<file path="src/source/pad_dma_macros.svh">
//////////////////////////////////////////////////
// Widths and tile geometry for the padding DMA
// Matrix side must be a multiple of PD_TILE, at most 60
//////////////////////////////////////////////////

`ifndef PAD_DMA_MACROS_SVH
`define PAD_DMA_MACROS_SVH

// Bus widths
`define PD_ADDR_W  32
`define PD_DATA_W  32

// Matrix side, up to 63 but only multiples of 4 are accepted
`define PD_WIDTH_W 6

// Square tile side in words
`define PD_TILE    4

`define PD_BYTES   4   // Bytes per beat
`define PD_LEN_W   4   // AXI burst length field

`endif
</file>
<file path="src/source/pad_dma_pkg.sv">
//////////////////////////////////////////////////
// Shared types for the padding DMA
// Tile index fits W/4 tiles of a side up to 60
//////////////////////////////////////////////////

`default_nettype none

`include "pad_dma_macros.svh"

package pad_dma_pkg;

    typedef logic [`PD_ADDR_W-1:0]    addr_t;
    typedef logic [`PD_DATA_W-1:0]    word_t;
    typedef logic [`PD_WIDTH_W-1:0]   width_t;
    typedef logic [`PD_WIDTH_W-3:0]   blk_t;   // Side divided by tile size

    // Borders touched by a tile
    typedef struct packed {
        logic top;
        logic bottom;
        logic left;
        logic right;
    } edge_t;

    typedef word_t [`PD_TILE-1:0][`PD_TILE-1:0] tile_t;   // [row][col]

    typedef enum logic [1:0] {SEQ_IDLE, SEQ_ISSUE, SEQ_BUSY} seq_state_e;
    typedef enum logic [1:0] {RD_ADDR, RD_DATA, RD_HOLD} rd_state_e;
    typedef enum logic [1:0] {WR_LOAD, WR_ADDR, WR_DATA, WR_RESP} wr_state_e;

endpackage

`default_nettype wire

</file>
<file path="src/source/pad_dma_if.sv">
//////////////////////////////////////////////////
// Stage links, payload held stable while valid
//////////////////////////////////////////////////

`timescale 1ns/100ps
`default_nettype none

// Tile descriptor, sequencer to reader
interface block_if;
    import pad_dma_pkg::*;

    logic   valid;
    logic   ready;
    blk_t   bx;
    blk_t   by;
    edge_t  edges;

    modport source (output valid, bx, by, edges, input ready);
    modport sink   (input valid, bx, by, edges, output ready);
endinterface

// Filled tile with its descriptor, reader to writer
interface tile_if;
    import pad_dma_pkg::*;

    logic   valid;
    logic   ready;
    tile_t  tile;
    blk_t   bx;
    blk_t   by;
    edge_t  edges;

    modport source (output valid, tile, bx, by, edges, input ready);
    modport sink   (input valid, tile, bx, by, edges, output ready);
endinterface

`default_nettype wire

</file>
<file path="src/source/pad_dma_top.sv">
//////////////////////////////////////////////////
// Reflect padding DMA, one pixel on each side
// Read bursts are 4 beats; AXI IDs, sizes and
// strobes are fixed by the memory side
//////////////////////////////////////////////////

`timescale 1ns/100ps
`default_nettype none

`include "pad_dma_macros.svh"

module pad_dma_top (
    input  wire                       clk,
    input  wire                       rst_n,

    // Job control
    input  wire                       start_i,
    input  wire pad_dma_pkg::addr_t   src_addr_i,
    input  wire pad_dma_pkg::addr_t   dst_addr_i,
    input  wire pad_dma_pkg::width_t  width_i,
    output wire                       done_o,

    // Read address and data
    output wire pad_dma_pkg::addr_t   araddr_o,
    output wire                       arvalid_o,
    input  wire                       arready_i,
    input  wire pad_dma_pkg::word_t   rdata_i,
    input  wire                       rlast_i,
    input  wire                       rvalid_i,
    output wire                       rready_o,

    // Write address, data and response
    output wire pad_dma_pkg::addr_t   awaddr_o,
    output wire [`PD_LEN_W-1:0]       awlen_o,
    output wire                       awvalid_o,
    input  wire                       awready_i,
    output wire pad_dma_pkg::word_t   wdata_o,
    output wire                       wlast_o,
    output wire                       wvalid_o,
    input  wire                       wready_i,
    input  wire                       bvalid_i,
    output wire                       bready_o
);

    wire [`PD_ADDR_W-1:0]  src_addr;
    wire [`PD_ADDR_W-1:0]  dst_addr;
    wire [`PD_WIDTH_W-1:0] width;
    wire                   job_end;

    block_if blk ();
    tile_if  tile ();

    block_sequencer u_seq (
        .clk        (clk),
        .rst_n      (rst_n),
        .start_i    (start_i),
        .src_addr_i (src_addr_i),
        .dst_addr_i (dst_addr_i),
        .width_i    (width_i),
        .job_end_i  (job_end),
        .done_o     (done_o),
        .src_addr_o (src_addr),
        .dst_addr_o (dst_addr),
        .width_o    (width),
        .blk        (blk)
    );

    tile_reader u_rd (
        .clk        (clk),
        .rst_n      (rst_n),
        .src_addr_i (src_addr),
        .width_i    (width),
        .blk        (blk),
        .tile       (tile),
        .araddr_o   (araddr_o),
        .arvalid_o  (arvalid_o),
        .arready_i  (arready_i),
        .rdata_i    (rdata_i),
        .rlast_i    (rlast_i),
        .rvalid_i   (rvalid_i),
        .rready_o   (rready_o)
    );

    pad_writer u_wr (
        .clk        (clk),
        .rst_n      (rst_n),
        .dst_addr_i (dst_addr),
        .width_i    (width),
        .tile       (tile),
        .job_end_o  (job_end),
        .awaddr_o   (awaddr_o),
        .awlen_o    (awlen_o),
        .awvalid_o  (awvalid_o),
        .awready_i  (awready_i),
        .wdata_o    (wdata_o),
        .wlast_o    (wlast_o),
        .wvalid_o   (wvalid_o),
        .wready_i   (wready_i),
        .bvalid_i   (bvalid_i),
        .bready_o   (bready_o)
    );

endmodule

`default_nettype wire

</file>
<file path="src/source/pad_writer.sv">
//////////////////////////////////////////////////
// Writes the padded rows and columns a tile owns
// Border tiles add the reflected row or column
// Every burst waits for its write response
//////////////////////////////////////////////////

`timescale 1ns/100ps
`default_nettype none

`include "pad_dma_macros.svh"

module pad_writer (
    input  wire                       clk,
    input  wire                       rst_n,
    input  wire pad_dma_pkg::addr_t   dst_addr_i,
    input  wire pad_dma_pkg::width_t  width_i,
    tile_if.sink                      tile,
    output logic                      job_end_o,
    output pad_dma_pkg::addr_t        awaddr_o,
    output logic [`PD_LEN_W-1:0]      awlen_o,
    output logic                      awvalid_o,
    input  wire                       awready_i,
    output pad_dma_pkg::word_t        wdata_o,
    output logic                      wlast_o,
    output logic                      wvalid_o,
    input  wire                       wready_i,
    input  wire                       bvalid_i,
    output logic                      bready_o
);
    import pad_dma_pkg::*;

    wr_state_e  state_q;
    tile_t      tile_q;
    blk_t       bx_q, by_q;
    edge_t      edges_q;

    // Local padded index 0..5, where 1..4 are the tile itself
    logic [2:0] r_q, c_q;
    logic [2:0] r_last, c_first, c_last;

    logic [`PD_WIDTH_W:0] pad_row, pad_col, stride;

    // Reflection mapped into the tile, valid since W is a multiple of 4
    function automatic logic [1:0] src_idx(input logic [2:0] t);
        case (t)
            3'd0:    return 2'd1;          // f(-1) = 1
            3'd5:    return 2'd2;          // f(W) = W-2
            default: return 2'(t - 3'd1);
        endcase
    endfunction

    assign r_last  = 3'd4 + {2'b00, edges_q.bottom};
    assign c_first = {2'b00, ~edges_q.left};
    assign c_last  = 3'd4 + {2'b00, edges_q.right};

    always_ff @(posedge clk) begin
        if (!rst_n) begin
            state_q <= WR_LOAD;
            r_q     <= '0;
            c_q     <= '0;
        end else begin
            case (state_q)
                WR_LOAD: if (tile.valid) begin
                    r_q     <= {2'b00, ~tile.edges.top};   // Row 0 only on top tiles
                    state_q <= WR_ADDR;
                end
                WR_ADDR: if (awready_i) begin
                    c_q     <= c_first;
                    state_q <= WR_DATA;
                end
                WR_DATA: if (wready_i) begin
                    if (wlast_o) begin
                        state_q <= WR_RESP;
                    end else begin
                        c_q <= c_q + 1'b1;
                    end
                end
                WR_RESP: if (bvalid_i) begin
                    if (r_q == r_last) begin
                        state_q <= WR_LOAD;
                    end else begin
                        r_q     <= r_q + 1'b1;
                        state_q <= WR_ADDR;
                    end
                end
                default: state_q <= WR_LOAD;
            endcase
        end
    end

    always_ff @(posedge clk) begin
        if (tile.valid && tile.ready) begin
            tile_q  <= tile.tile;
            bx_q    <= tile.bx;
            by_q    <= tile.by;
            edges_q <= tile.edges;
        end
    end

    assign tile.ready = (state_q == WR_LOAD);

    // Padded coordinates and destination row pitch
    assign pad_row  = {1'b0, by_q, 2'b00} + {4'b0000, r_q};
    assign pad_col  = {1'b0, bx_q, 2'b00} + {4'b0000, c_first};
    assign stride   = {1'b0, width_i} + 2'd2;

    assign awaddr_o  = dst_addr_i + (addr_t'(pad_row) * addr_t'(stride) + addr_t'(pad_col))
                                    * addr_t'(`PD_BYTES);
    assign awlen_o   = `PD_LEN_W'(c_last - c_first);   // 4 to 6 beats
    assign awvalid_o = (state_q == WR_ADDR);

    assign wdata_o  = tile_q[src_idx(r_q)][src_idx(c_q)];
    assign wlast_o  = (c_q == c_last);
    assign wvalid_o = (state_q == WR_DATA);
    assign bready_o = (state_q == WR_RESP);

    // Final response of the bottom right tile closes the job
    assign job_end_o = (state_q == WR_RESP) && bvalid_i && (r_q == r_last)
                       && edges_q.bottom && edges_q.right;

endmodule

`default_nettype wire

</file>
<file path="src/source/tile_reader.sv">
//////////////////////////////////////////////////
// One INCR read burst per tile row, 4 beats each
// Next descriptor taken only after the tile is handed on
//////////////////////////////////////////////////

`timescale 1ns/100ps
`default_nettype none

`include "pad_dma_macros.svh"

module tile_reader (
    input  wire                       clk,
    input  wire                       rst_n,
    input  wire pad_dma_pkg::addr_t   src_addr_i,
    input  wire pad_dma_pkg::width_t  width_i,
    block_if.sink                     blk,
    tile_if.source                    tile,
    output pad_dma_pkg::addr_t        araddr_o,
    output logic                      arvalid_o,
    input  wire                       arready_i,
    input  wire pad_dma_pkg::word_t   rdata_i,
    input  wire                       rlast_i,
    input  wire                       rvalid_i,
    output logic                      rready_o
);
    import pad_dma_pkg::*;

    rd_state_e  state_q;
    logic       held_q;         // Descriptor taken, tile not yet passed on
    logic [1:0] row_q, col_q;
    blk_t       bx_q, by_q;
    edge_t      edges_q;
    tile_t      tile_q;

    logic [`PD_WIDTH_W-1:0] src_row, src_col;

    always_ff @(posedge clk) begin
        if (!rst_n) begin
            state_q <= RD_ADDR;
            held_q  <= 1'b0;
            row_q   <= '0;
            col_q   <= '0;
        end else begin
            case (state_q)
                RD_ADDR: begin
                    if (blk.valid && blk.ready) begin
                        held_q <= 1'b1;
                        row_q  <= '0;
                    end else if (arvalid_o && arready_i) begin
                        state_q <= RD_DATA;
                    end
                end
                RD_DATA: if (rvalid_i) begin
                    col_q <= col_q + 1'b1;
                    if (rlast_i) begin
                        col_q <= '0;
                        if (row_q == `PD_TILE - 1) begin
                            state_q <= RD_HOLD;
                        end else begin
                            row_q   <= row_q + 1'b1;
                            state_q <= RD_ADDR;
                        end
                    end
                end
                RD_HOLD: if (tile.ready) begin
                    held_q  <= 1'b0;
                    state_q <= RD_ADDR;
                end
                default: state_q <= RD_ADDR;
            endcase
        end
    end

    // Descriptor and tile words
    always_ff @(posedge clk) begin
        if (blk.valid && blk.ready) begin
            bx_q    <= blk.bx;
            by_q    <= blk.by;
            edges_q <= blk.edges;
        end
        if (rvalid_i && rready_o) begin
            tile_q[row_q][col_q] <= rdata_i;
        end
    end

    assign blk.ready = (state_q == RD_ADDR) && !held_q;

    // Source row is 4*by + row, column 4*bx
    assign src_row   = {by_q, row_q};
    assign src_col   = {bx_q, 2'b00};
    assign araddr_o  = src_addr_i + (addr_t'(src_row) * addr_t'(width_i) + addr_t'(src_col))
                                    * addr_t'(`PD_BYTES);
    assign arvalid_o = (state_q == RD_ADDR) && held_q;
    assign rready_o  = (state_q == RD_DATA);

    assign tile.valid = (state_q == RD_HOLD);
    assign tile.tile  = tile_q;
    assign tile.bx    = bx_q;
    assign tile.by    = by_q;
    assign tile.edges = edges_q;

endmodule

`default_nettype wire

</file>
<file path="src/source/block_sequencer.sv">
//////////////////////////////////////////////////
// Starts only from done with a nonzero width, multiple of 4
// Job fields stay fixed until done rises again
//////////////////////////////////////////////////

`timescale 1ns/100ps
`default_nettype none

`include "pad_dma_macros.svh"

module block_sequencer (
    input  wire                       clk,
    input  wire                       rst_n,
    input  wire                       start_i,
    input  wire pad_dma_pkg::addr_t   src_addr_i,
    input  wire pad_dma_pkg::addr_t   dst_addr_i,
    input  wire pad_dma_pkg::width_t  width_i,
    input  wire                       job_end_i,
    output logic                      done_o,
    output pad_dma_pkg::addr_t        src_addr_o,
    output pad_dma_pkg::addr_t        dst_addr_o,
    output pad_dma_pkg::width_t       width_o,
    block_if.source                   blk
);
    import pad_dma_pkg::*;

    seq_state_e  state_q;
    addr_t       src_q, dst_q;
    width_t      width_q;
    blk_t        bx_q, by_q;
    blk_t        last_idx;
    logic        accept;

    assign accept   = start_i && done_o && (width_i != '0) && (width_i[1:0] == 2'b00);
    assign last_idx = width_q[`PD_WIDTH_W-1:2] - 1'b1;   // Tiles per axis minus one

    always_ff @(posedge clk) begin
        if (!rst_n) begin
            state_q <= SEQ_IDLE;
            done_o  <= 1'b1;
            bx_q    <= '0;
            by_q    <= '0;
        end else begin
            case (state_q)
                SEQ_IDLE: if (accept) begin
                    done_o  <= 1'b0;
                    bx_q    <= '0;
                    by_q    <= '0;
                    state_q <= SEQ_ISSUE;
                end
                SEQ_ISSUE: if (blk.valid && blk.ready) begin
                    if (bx_q == last_idx && by_q == last_idx) begin
                        state_q <= SEQ_BUSY;   // Last tile handed off
                    end else if (bx_q == last_idx) begin
                        bx_q <= '0;
                        by_q <= by_q + 1'b1;
                    end else begin
                        bx_q <= bx_q + 1'b1;
                    end
                end
                SEQ_BUSY: if (job_end_i) begin
                    done_o  <= 1'b1;
                    state_q <= SEQ_IDLE;
                end
                default: state_q <= SEQ_IDLE;
            endcase
        end
    end

    always_ff @(posedge clk) begin
        if (accept) begin
            src_q   <= src_addr_i;
            dst_q   <= dst_addr_i;
            width_q <= width_i;
        end
    end

    assign blk.valid  = (state_q == SEQ_ISSUE);
    assign blk.bx     = bx_q;
    assign blk.by     = by_q;
    assign blk.edges  = {by_q == '0, by_q == last_idx, bx_q == '0, bx_q == last_idx};

    assign src_addr_o = src_q;
    assign dst_addr_o = dst_q;
    assign width_o    = width_q;

endmodule

`default_nettype wire

</file>
<file path="config.mk">
export PLATFORM = sky130hd
export DESIGN_NAME = pad_dma_top
export DESIGN_NICKNAME = d
export VERILOG_FILES = /design/src/source/pad_dma_pkg.sv /design/src/source/pad_dma_if.sv /design/src/source/pad_dma_top.sv /design/src/source/pad_writer.sv /design/src/source/tile_reader.sv /design/src/source/block_sequencer.sv
export VERILOG_INCLUDE_DIRS = /design/src /design/src/source
export SDC_FILE = /design/constraint.sdc
export NUM_CORES = 1
export LEC_CHECK = 0
export BUFFER_PORTS_ARGS = -buffer_cell sky130_fd_sc_hd__buf_2
export CAP_MARGIN = 5
export CORE_ASPECT_RATIO = 0.5
export CORE_MARGIN = 3
export CORE_UTILIZATION = 53
export DETAILED_ROUTE_END_ITERATION = 10
export GPL_TIMING_DRIVEN = 0
export PLACE_DENSITY = 0.7
export SLEW_MARGIN = 20
export SYNTH_ARGS = -nofsm -noshare
export SYNTH_HDL_FRONTEND = slang
export SYNTH_SLANG_ARGS = --single-unit
</file>
<file path="constraint.sdc">
create_clock -name clk -period 58.8 [get_ports clk]
set_clock_uncertainty 0.1 [all_clocks]
set_input_delay 0 -clock clk [delete_from_list [all_inputs] [get_ports clk]]
set_output_delay 0 -clock clk [all_outputs]
set_load 0.01 [all_outputs]
</file>
==> Word level (Yosys, flattened, before mapping) <==
Index checks and enable logic that the tools add are counted.
{ "word_totals": {"register_bits": 1143, "inputBits": 111} }
{ "op_classes": {"addsub": 19, "n_mul": 2, "magnitude_cmp": 6, "eq_ne": 34, "n_mux": 59, "n_bitwise": 2, "reduce_logical": 43} }
{ "op_table": {"columns": ["operator", "count"], "rows": [
  ["512-bit bitwise mux", 1],
  ["128-bit binary-select mux with 2-bit select", 1],
  ["128-bit demux with 2-bit select", 1],
  ["128-bit 2-to-1 mux", 2],
  ["32-bit adder", 2],
  ["32-bit binary-select mux with 2-bit select", 1],
  ["32-bit demux with 2-bit select", 1],
  ["32-bit 2-to-1 mux", 2],
  ["2-bit 2-to-1 mux", 20],
  ["4-bit 2-to-1 mux", 7],
  ["2-bit inequality test (second input constant)", 14],
  ["5-bit AND reduction", 4],
  ["3-bit 2-to-1 mux", 6],
  ["1-bit logical AND", 16],
  ["4-bit one-hot mux with 2 select lines", 2],
  ["4-bit AND reduction", 4],
  ["14-bit by 7-bit adder with 15-bit output", 1],
  ["7-bit by 7-bit multiplier with 14-bit output", 1],
  ["12-bit by 6-bit adder with 13-bit output", 1],
  ["2-bit by 3-bit < comparator with 1-bit output (second input constant)", 4],
  ["6-bit by 6-bit multiplier with 12-bit output", 1],
  ["2-bit by 1-bit inequality test with 1-bit output (second input constant)", 6],
  ["2-bit one-hot mux with 2 select lines", 3],
  ["2-bit one-hot mux with 3 select lines", 2],
  ["other kinds (29)", 62]
]} }

==> Longest topological paths before layout <==
{ "logic_depth": {"depth_word": 7, "mapped_depth": 27, "ltp_nobuf": 26} }

==> Hierarchy <==
A second synthesis with hierarchy kept.
{ "unflattened": {"hier_cells": 2371, "area_unflattened_um2": 45258.4} }
{ "modules_own_cells": {"columns": ["mod", "instances", "cells_each", "area_each_um2"], "rows": [
  ["pad_writer", 1, 1314, 23620.2],
  ["tile_reader", 1, 861, 18515.3],
  ["block_sequencer", 1, 196, 3123.0]
]} }

==> Worst setup path after synthesis <==
No wires, ideal clock.
{ "synth_timing": {"path_kind": "reg2reg", "from": "register u_wr.state_q[0]", "to": "register u_wr.r_q[2]", "arrival_ns": 23.343, "required_time_ns": 57.726, "path_slack_ns": 34.383, "stages_incl_launch_ff": 6, "synth_period_minus_slack_ns": 24.417, "cell_sequence": "dfxtp_1 inv_1 ha_1 inv_1 nor2_1 a211oi_1"} }
{ "synth_via": {"elab_chain_len": 3} }
{ "synth_lines": {"columns": ["element", "line_no", "rtl"], "rows": [
  ["start, declared", "pad_writer.sv:32", "wr_state_e state_q;"],
  ["start signal, assigned", "pad_writer.sv:58", "state_q <= WR_LOAD;"],
  ["start signal, assigned", "pad_writer.sv:65", "state_q <= WR_ADDR;"],
  ["start signal, assigned", "pad_writer.sv:69", "state_q <= WR_DATA;"],
  ["2-bit == test or 2-bit logical NOT (tied branches)", "pad_writer.sv:62", "case (state_q)"],
  ["2-bit inequality test (no source line), or another cell as far along", null, null],
  ["4-bit AND reduction (no source line)", null, null],
  ["end signal, assigned", "pad_writer.sv:64", "r_q <= {2'b00, ~tile.edges.top};"],
  ["end signal, assigned", "pad_writer.sv:82", "r_q <= r_q + 1'b1;"],
  ["end, declared", "pad_writer.sv:38", "logic [2:0] r_q, c_q;"]
]} }
Parallel ways exist; a longest one is shown, timed or not.
A chain may end at the register's enable or synchronous reset.

==> Worst setup path after layout <==
{ "layout_timing": {"from": "register u_seq.width_q[1] (netlist: u_seq.width_o[1])", "to": "output awaddr_o[29]"} }
{ "layout_via": {"elab_chain_len": 4} }
{ "layout_lines": {"columns": ["element", "line_no", "rtl"], "rows": [
  ["start, declared", "block_sequencer.sv:29", "width_t width_q;"],
  ["start signal, assigned", "block_sequencer.sv:74", "width_q <= width_i;"],
  ["6-bit by 2-bit adder with 7-bit output", "pad_writer.sv:105", "assign stride = {1'b0, width_i} + 2'd2;"],
  ["7-bit by 7-bit multiplier with 14-bit output", "pad_writer.sv:107", "assign awaddr_o = dst_addr_i + (addr_t'(pad_row) * addr_t'(stride) + addr_t'(pad_col))"],
  ["14-bit by 7-bit adder with 15-bit output", "pad_writer.sv:107", null],
  ["32-bit adder", "pad_writer.sv:107", null],
  ["end, declared", "pad_dma_top.sv:33", "output wire pad_dma_pkg::addr_t awaddr_o,"]
]} }
Every way passes these cells.

==> metrics <==
largest net degree at the start of global routing 33; slew of the pin with the lowest slew margin around 1.0 ns; number of enable flip-flop cells after synthesis 1,117; vias in the first global route 23,190; Design Area, Final 0.0535 mm2; post-synthesis sequential area ratio 75.8%; Final nets 3,176; clk sinks between 1,000 and 1,500; Non-Filler Instances 4,068; Clock power frac 39.9%; share of the synthesized area in the top cell type 74.7%; cell taking the most area after synthesis edfxtp_1; syn nets ~2,600; core area 0.0828 mm2; Final period util 13.3%; hold-critical path depth 2; ant diodes 0; RR Startpoint u_wr.state_q[0]$_SDFFE_PN0P_; nature of the critical path endpoint output pin; clk buf depth 3; layout cells sized above 1 20.3%; Residual DRC 0; PortBufs 215; Synth async-reset ratio 0%; reg2reg path depth 12; Inst Count DP 3,704; Yosys reg bits 1,143; RSZ-0062 raised after global routing no; post-synth design cell area 0.0449 mm2; crit-path max FO 7; Max Slew Vio Count 0; Min-Delay Path Class input port to flop; Reg clk slew, reported paths roughly 0.070 ns; Setup crit start kind flop; CTS tree built; commonest non-fill, non-tap cell in the layout edfxtp_1; Hold Vio Cnt, Final 0; WP data arrival 7.71 ns; DIE AREA 0.0885 mm2; slew margin rel. 31.3%; grt ovf 0; worst skew pair latency 0.69 ns; Via density roughly 5.5; DR pass1 iterations 5; logic gate share of total power 6.5%; status finished, final reports clean; worst path required time approximately 59 ns; Vert. Die Dim approximately 210 um; htree depth 3; Core Util, Final 64.6%; crit path time final roughly 8 ns; RePlAce Congestion between 0.8 and 0.9; io pins between 200 and 250; Switch Pwr between 0.3 and 0.4 mW; Area Overhead vs Synth 19.0%; worst hold path startpoint rdata_i[17]; die width 418 um; f_max 128 MHz; worst reg2reg setup slack 55.52 ns; Max Cap Violations 0; Final Setup Violations 0; leak pwr 18.7 nW; Crit Reg-Reg Endpoint u_wr.tile_q[57]$_DFFE_PP_; Detailed Route WL 90.0 mm; Most used DFF post-synth edfxtp_1; Num CTS Buffers 96; Unique masters post-synth 73; post-place instance area just under 0.05 mm2; Final TNS setup 0 ns; Cells after Synth 2,352; GRT Resource Usage Total approximately 21%; global-route wire length before repair 137 mm; CP Class flop to output pin; part of the power in registers between 50% and 60%; Yosys warnings 0; initial antenna violation count 1; vias ~23,000; worst vdd ir about 0.025 mV; Hold Path Sink u_rd.tile.tile[305]$_DFFE_PP_; post-DR wirelength/cell roughly 22 um; hpwl dp between 50 and 60 mm; switching share of power about a fifth; post-CTS setup buffer count 0; Starting DRT DRC Count 1,691; Pwr per Cell Area 31.2 mW/mm2; Post-CTS Resized 0; syn_area_per_cell 19.1 um2; Placement Rows 74; CTS root buf clkbuf_16; most frequent cells in the layout edfxtp_1, buf_2, dlygate4sd3_1; cell internal pwr 1.32 mW; Final ANT Viol Nets 0; Synth area leaders edfxtp_1, mux4_2, ha_1, fa_1, dfxtp_1; initial core utilization 54.3%
repair_timing:
item	in CTS	in global routing
endpoints found under the setup margin	0	0
hold buffers	187	0
endpoints found under the hold margin	621	0
critical path, cell delays in order (launching register included):
cell      delay, ns
edfxtp_1       0.48
ha_1           0.26
nand3_1        0.14
xnor2_1        0.38
and2_1         0.22
fa_1           0.46
fa_1           0.52
fa_1           0.55
inv_1          0.06
fa_1           0.53
inv_1          0.04
ha_1           0.33
or3_1          0.36
o21ai_0        0.08
a21oi_1        0.09
a211oi_1       0.39
xnor2_1        0.15
ha_1           0.40
nand2_1        0.11
o211a_1        0.24
or3_1          0.44
a21oi_1        0.37
o211ai_1       0.16
xnor2_1        0.16
buf_2          0.15
power by group through the flow:
| stage | Sequential, mW | Combinational [mW] | Clock [mW] |
|---|---|---|---|
| 5_1_grt | 0.893 | 0.119 | 0.713 |
| 6_report | 0.893 | 0.108 | 0.666 |
| 2_1_floorplan | 0.910 | 0.0632 | 0 |
| 3_3_place_gp | 0.911 | 0.0943 | 0 |
| 3_5_place_dp | 0.911 | 0.0965 | 0 |
| 4_1_cts | 0.893 | 0.107 | 0.679 |
routing by layer:
| layer | GRT usage [%] | wire length [um] | up-vias |
|---|---|---|---|
| met5 | 0 | 13 | - |
| met2 | 34.6 | 44500 | 698 |
| met1 | 28.2 | 38200 | 11480 |
| met3 | 4.78 | 5680 | 135 |
| met4 | 4.49 | 1680 | 2 |
| li1 | - | - | 10229 |
cells by family after synthesis:
logic type,Yosys count,synth area share [%]
adder cells (fa/ha/maj),178,5.81
multiplexers,163,7.20
other,1,0.00835
flip-flops,1143,75.8
XOR/XNOR,90,1.84
AND/OR/NAND/NOR,365,4.12
AO/OA/AOI/OAI,233,3.41
buffers and inverters,179,1.80
registers in the layout, indices dropped and copies added, names as in the netlist, 3 cells and up:
register / flops
u_wr.tile_q: 512
u_rd.tile.tile: 512
u_rd.tile.bx: 4
u_seq.width_o: 6
u_wr.edges_q: 3
u_seq.src_addr_o: 32
u_wr.by_q: 4
u_seq.blk.by: 4
u_rd.tile.by: 4
u_seq.dst_addr_o: 32
u_wr.bx_q: 4
u_seq.blk.bx: 4
u_wr.c_q: 3
u_wr.r_q: 3
u_rd.tile.edges: 4
final cells by class:
class / count / area (um2)
fill: 5544 / 29300
buffer: 68 / 392
tap: 1102 / 1380
sequential: 1143 / 34100
clock buffer: 111 / 2460
timing repair buffer: 437 / 3730
multi-input combinational: 1030 / 10100
inverter: 111 / 417
clock inverter: 66 / 883
metrics by stage:
| stage | setup slack, ns | power, mW | hold WS [ns] |
|---|---|---|---|
| after floorplan | 34.38 | 0.974 | -0.00652 |
| after global placement | 26.42 | 1.01 | 0.0766 |
| after detailed placement | 51.72 | 1.01 | 0.0781 |
| after CTS | 50.97 | 1.68 | 0.0813 |
| after global routing | 50.42 | 1.73 | 0.106 |
| final | 50.99 | 1.67 | 0.129 |
worst max-delay path by stage:
stage,start,endpoint,slack [ns],depth (start not counted)
6_report,u_seq.width_o[1]$_DFFE_PP_,awaddr_o[29],50.99,24
5_1_grt,u_seq.width_o[1]$_DFFE_PP_,awaddr_o[31],50.42,24
4_1_cts,u_seq.width_o[1]$_DFFE_PP_,awaddr_o[29],50.97,24
3_5_place_dp,u_seq.width_o[1]$_DFFE_PP_,awaddr_o[29],51.72,24
3_3_place_gp,u_wr.state_q[0]$_SDFFE_PN0P_,u_wr.r_q[2]$_SDFFE_PN0P_,26.42,5
2_1_floorplan,u_wr.state_q[0]$_SDFFE_PN0P_,u_wr.r_q[2]$_SDFFE_PN0P_,34.38,5
cells in the mapped netlist, drive strengths merged, types with 5 or more instances:
cell type  count
a21o          17
and2          37
buf           45
o21a          10
fa            51
nor2          89
and3          25
xor2          32
a21oi         82
dfxtp         26
mux2i         35
nand2         80
a211oi        44
nor3b          5
mux4         128
inv          110
o21ai         23
nor2b         41
xnor2         56
o21bai         5
nand2b        13
nand4          9
o211ai         7
nor3          23
a21boi         7
nand3         24
edfxtp      1117
ha           127
clkbuf        23
Power figures use the tool's default switching activity.
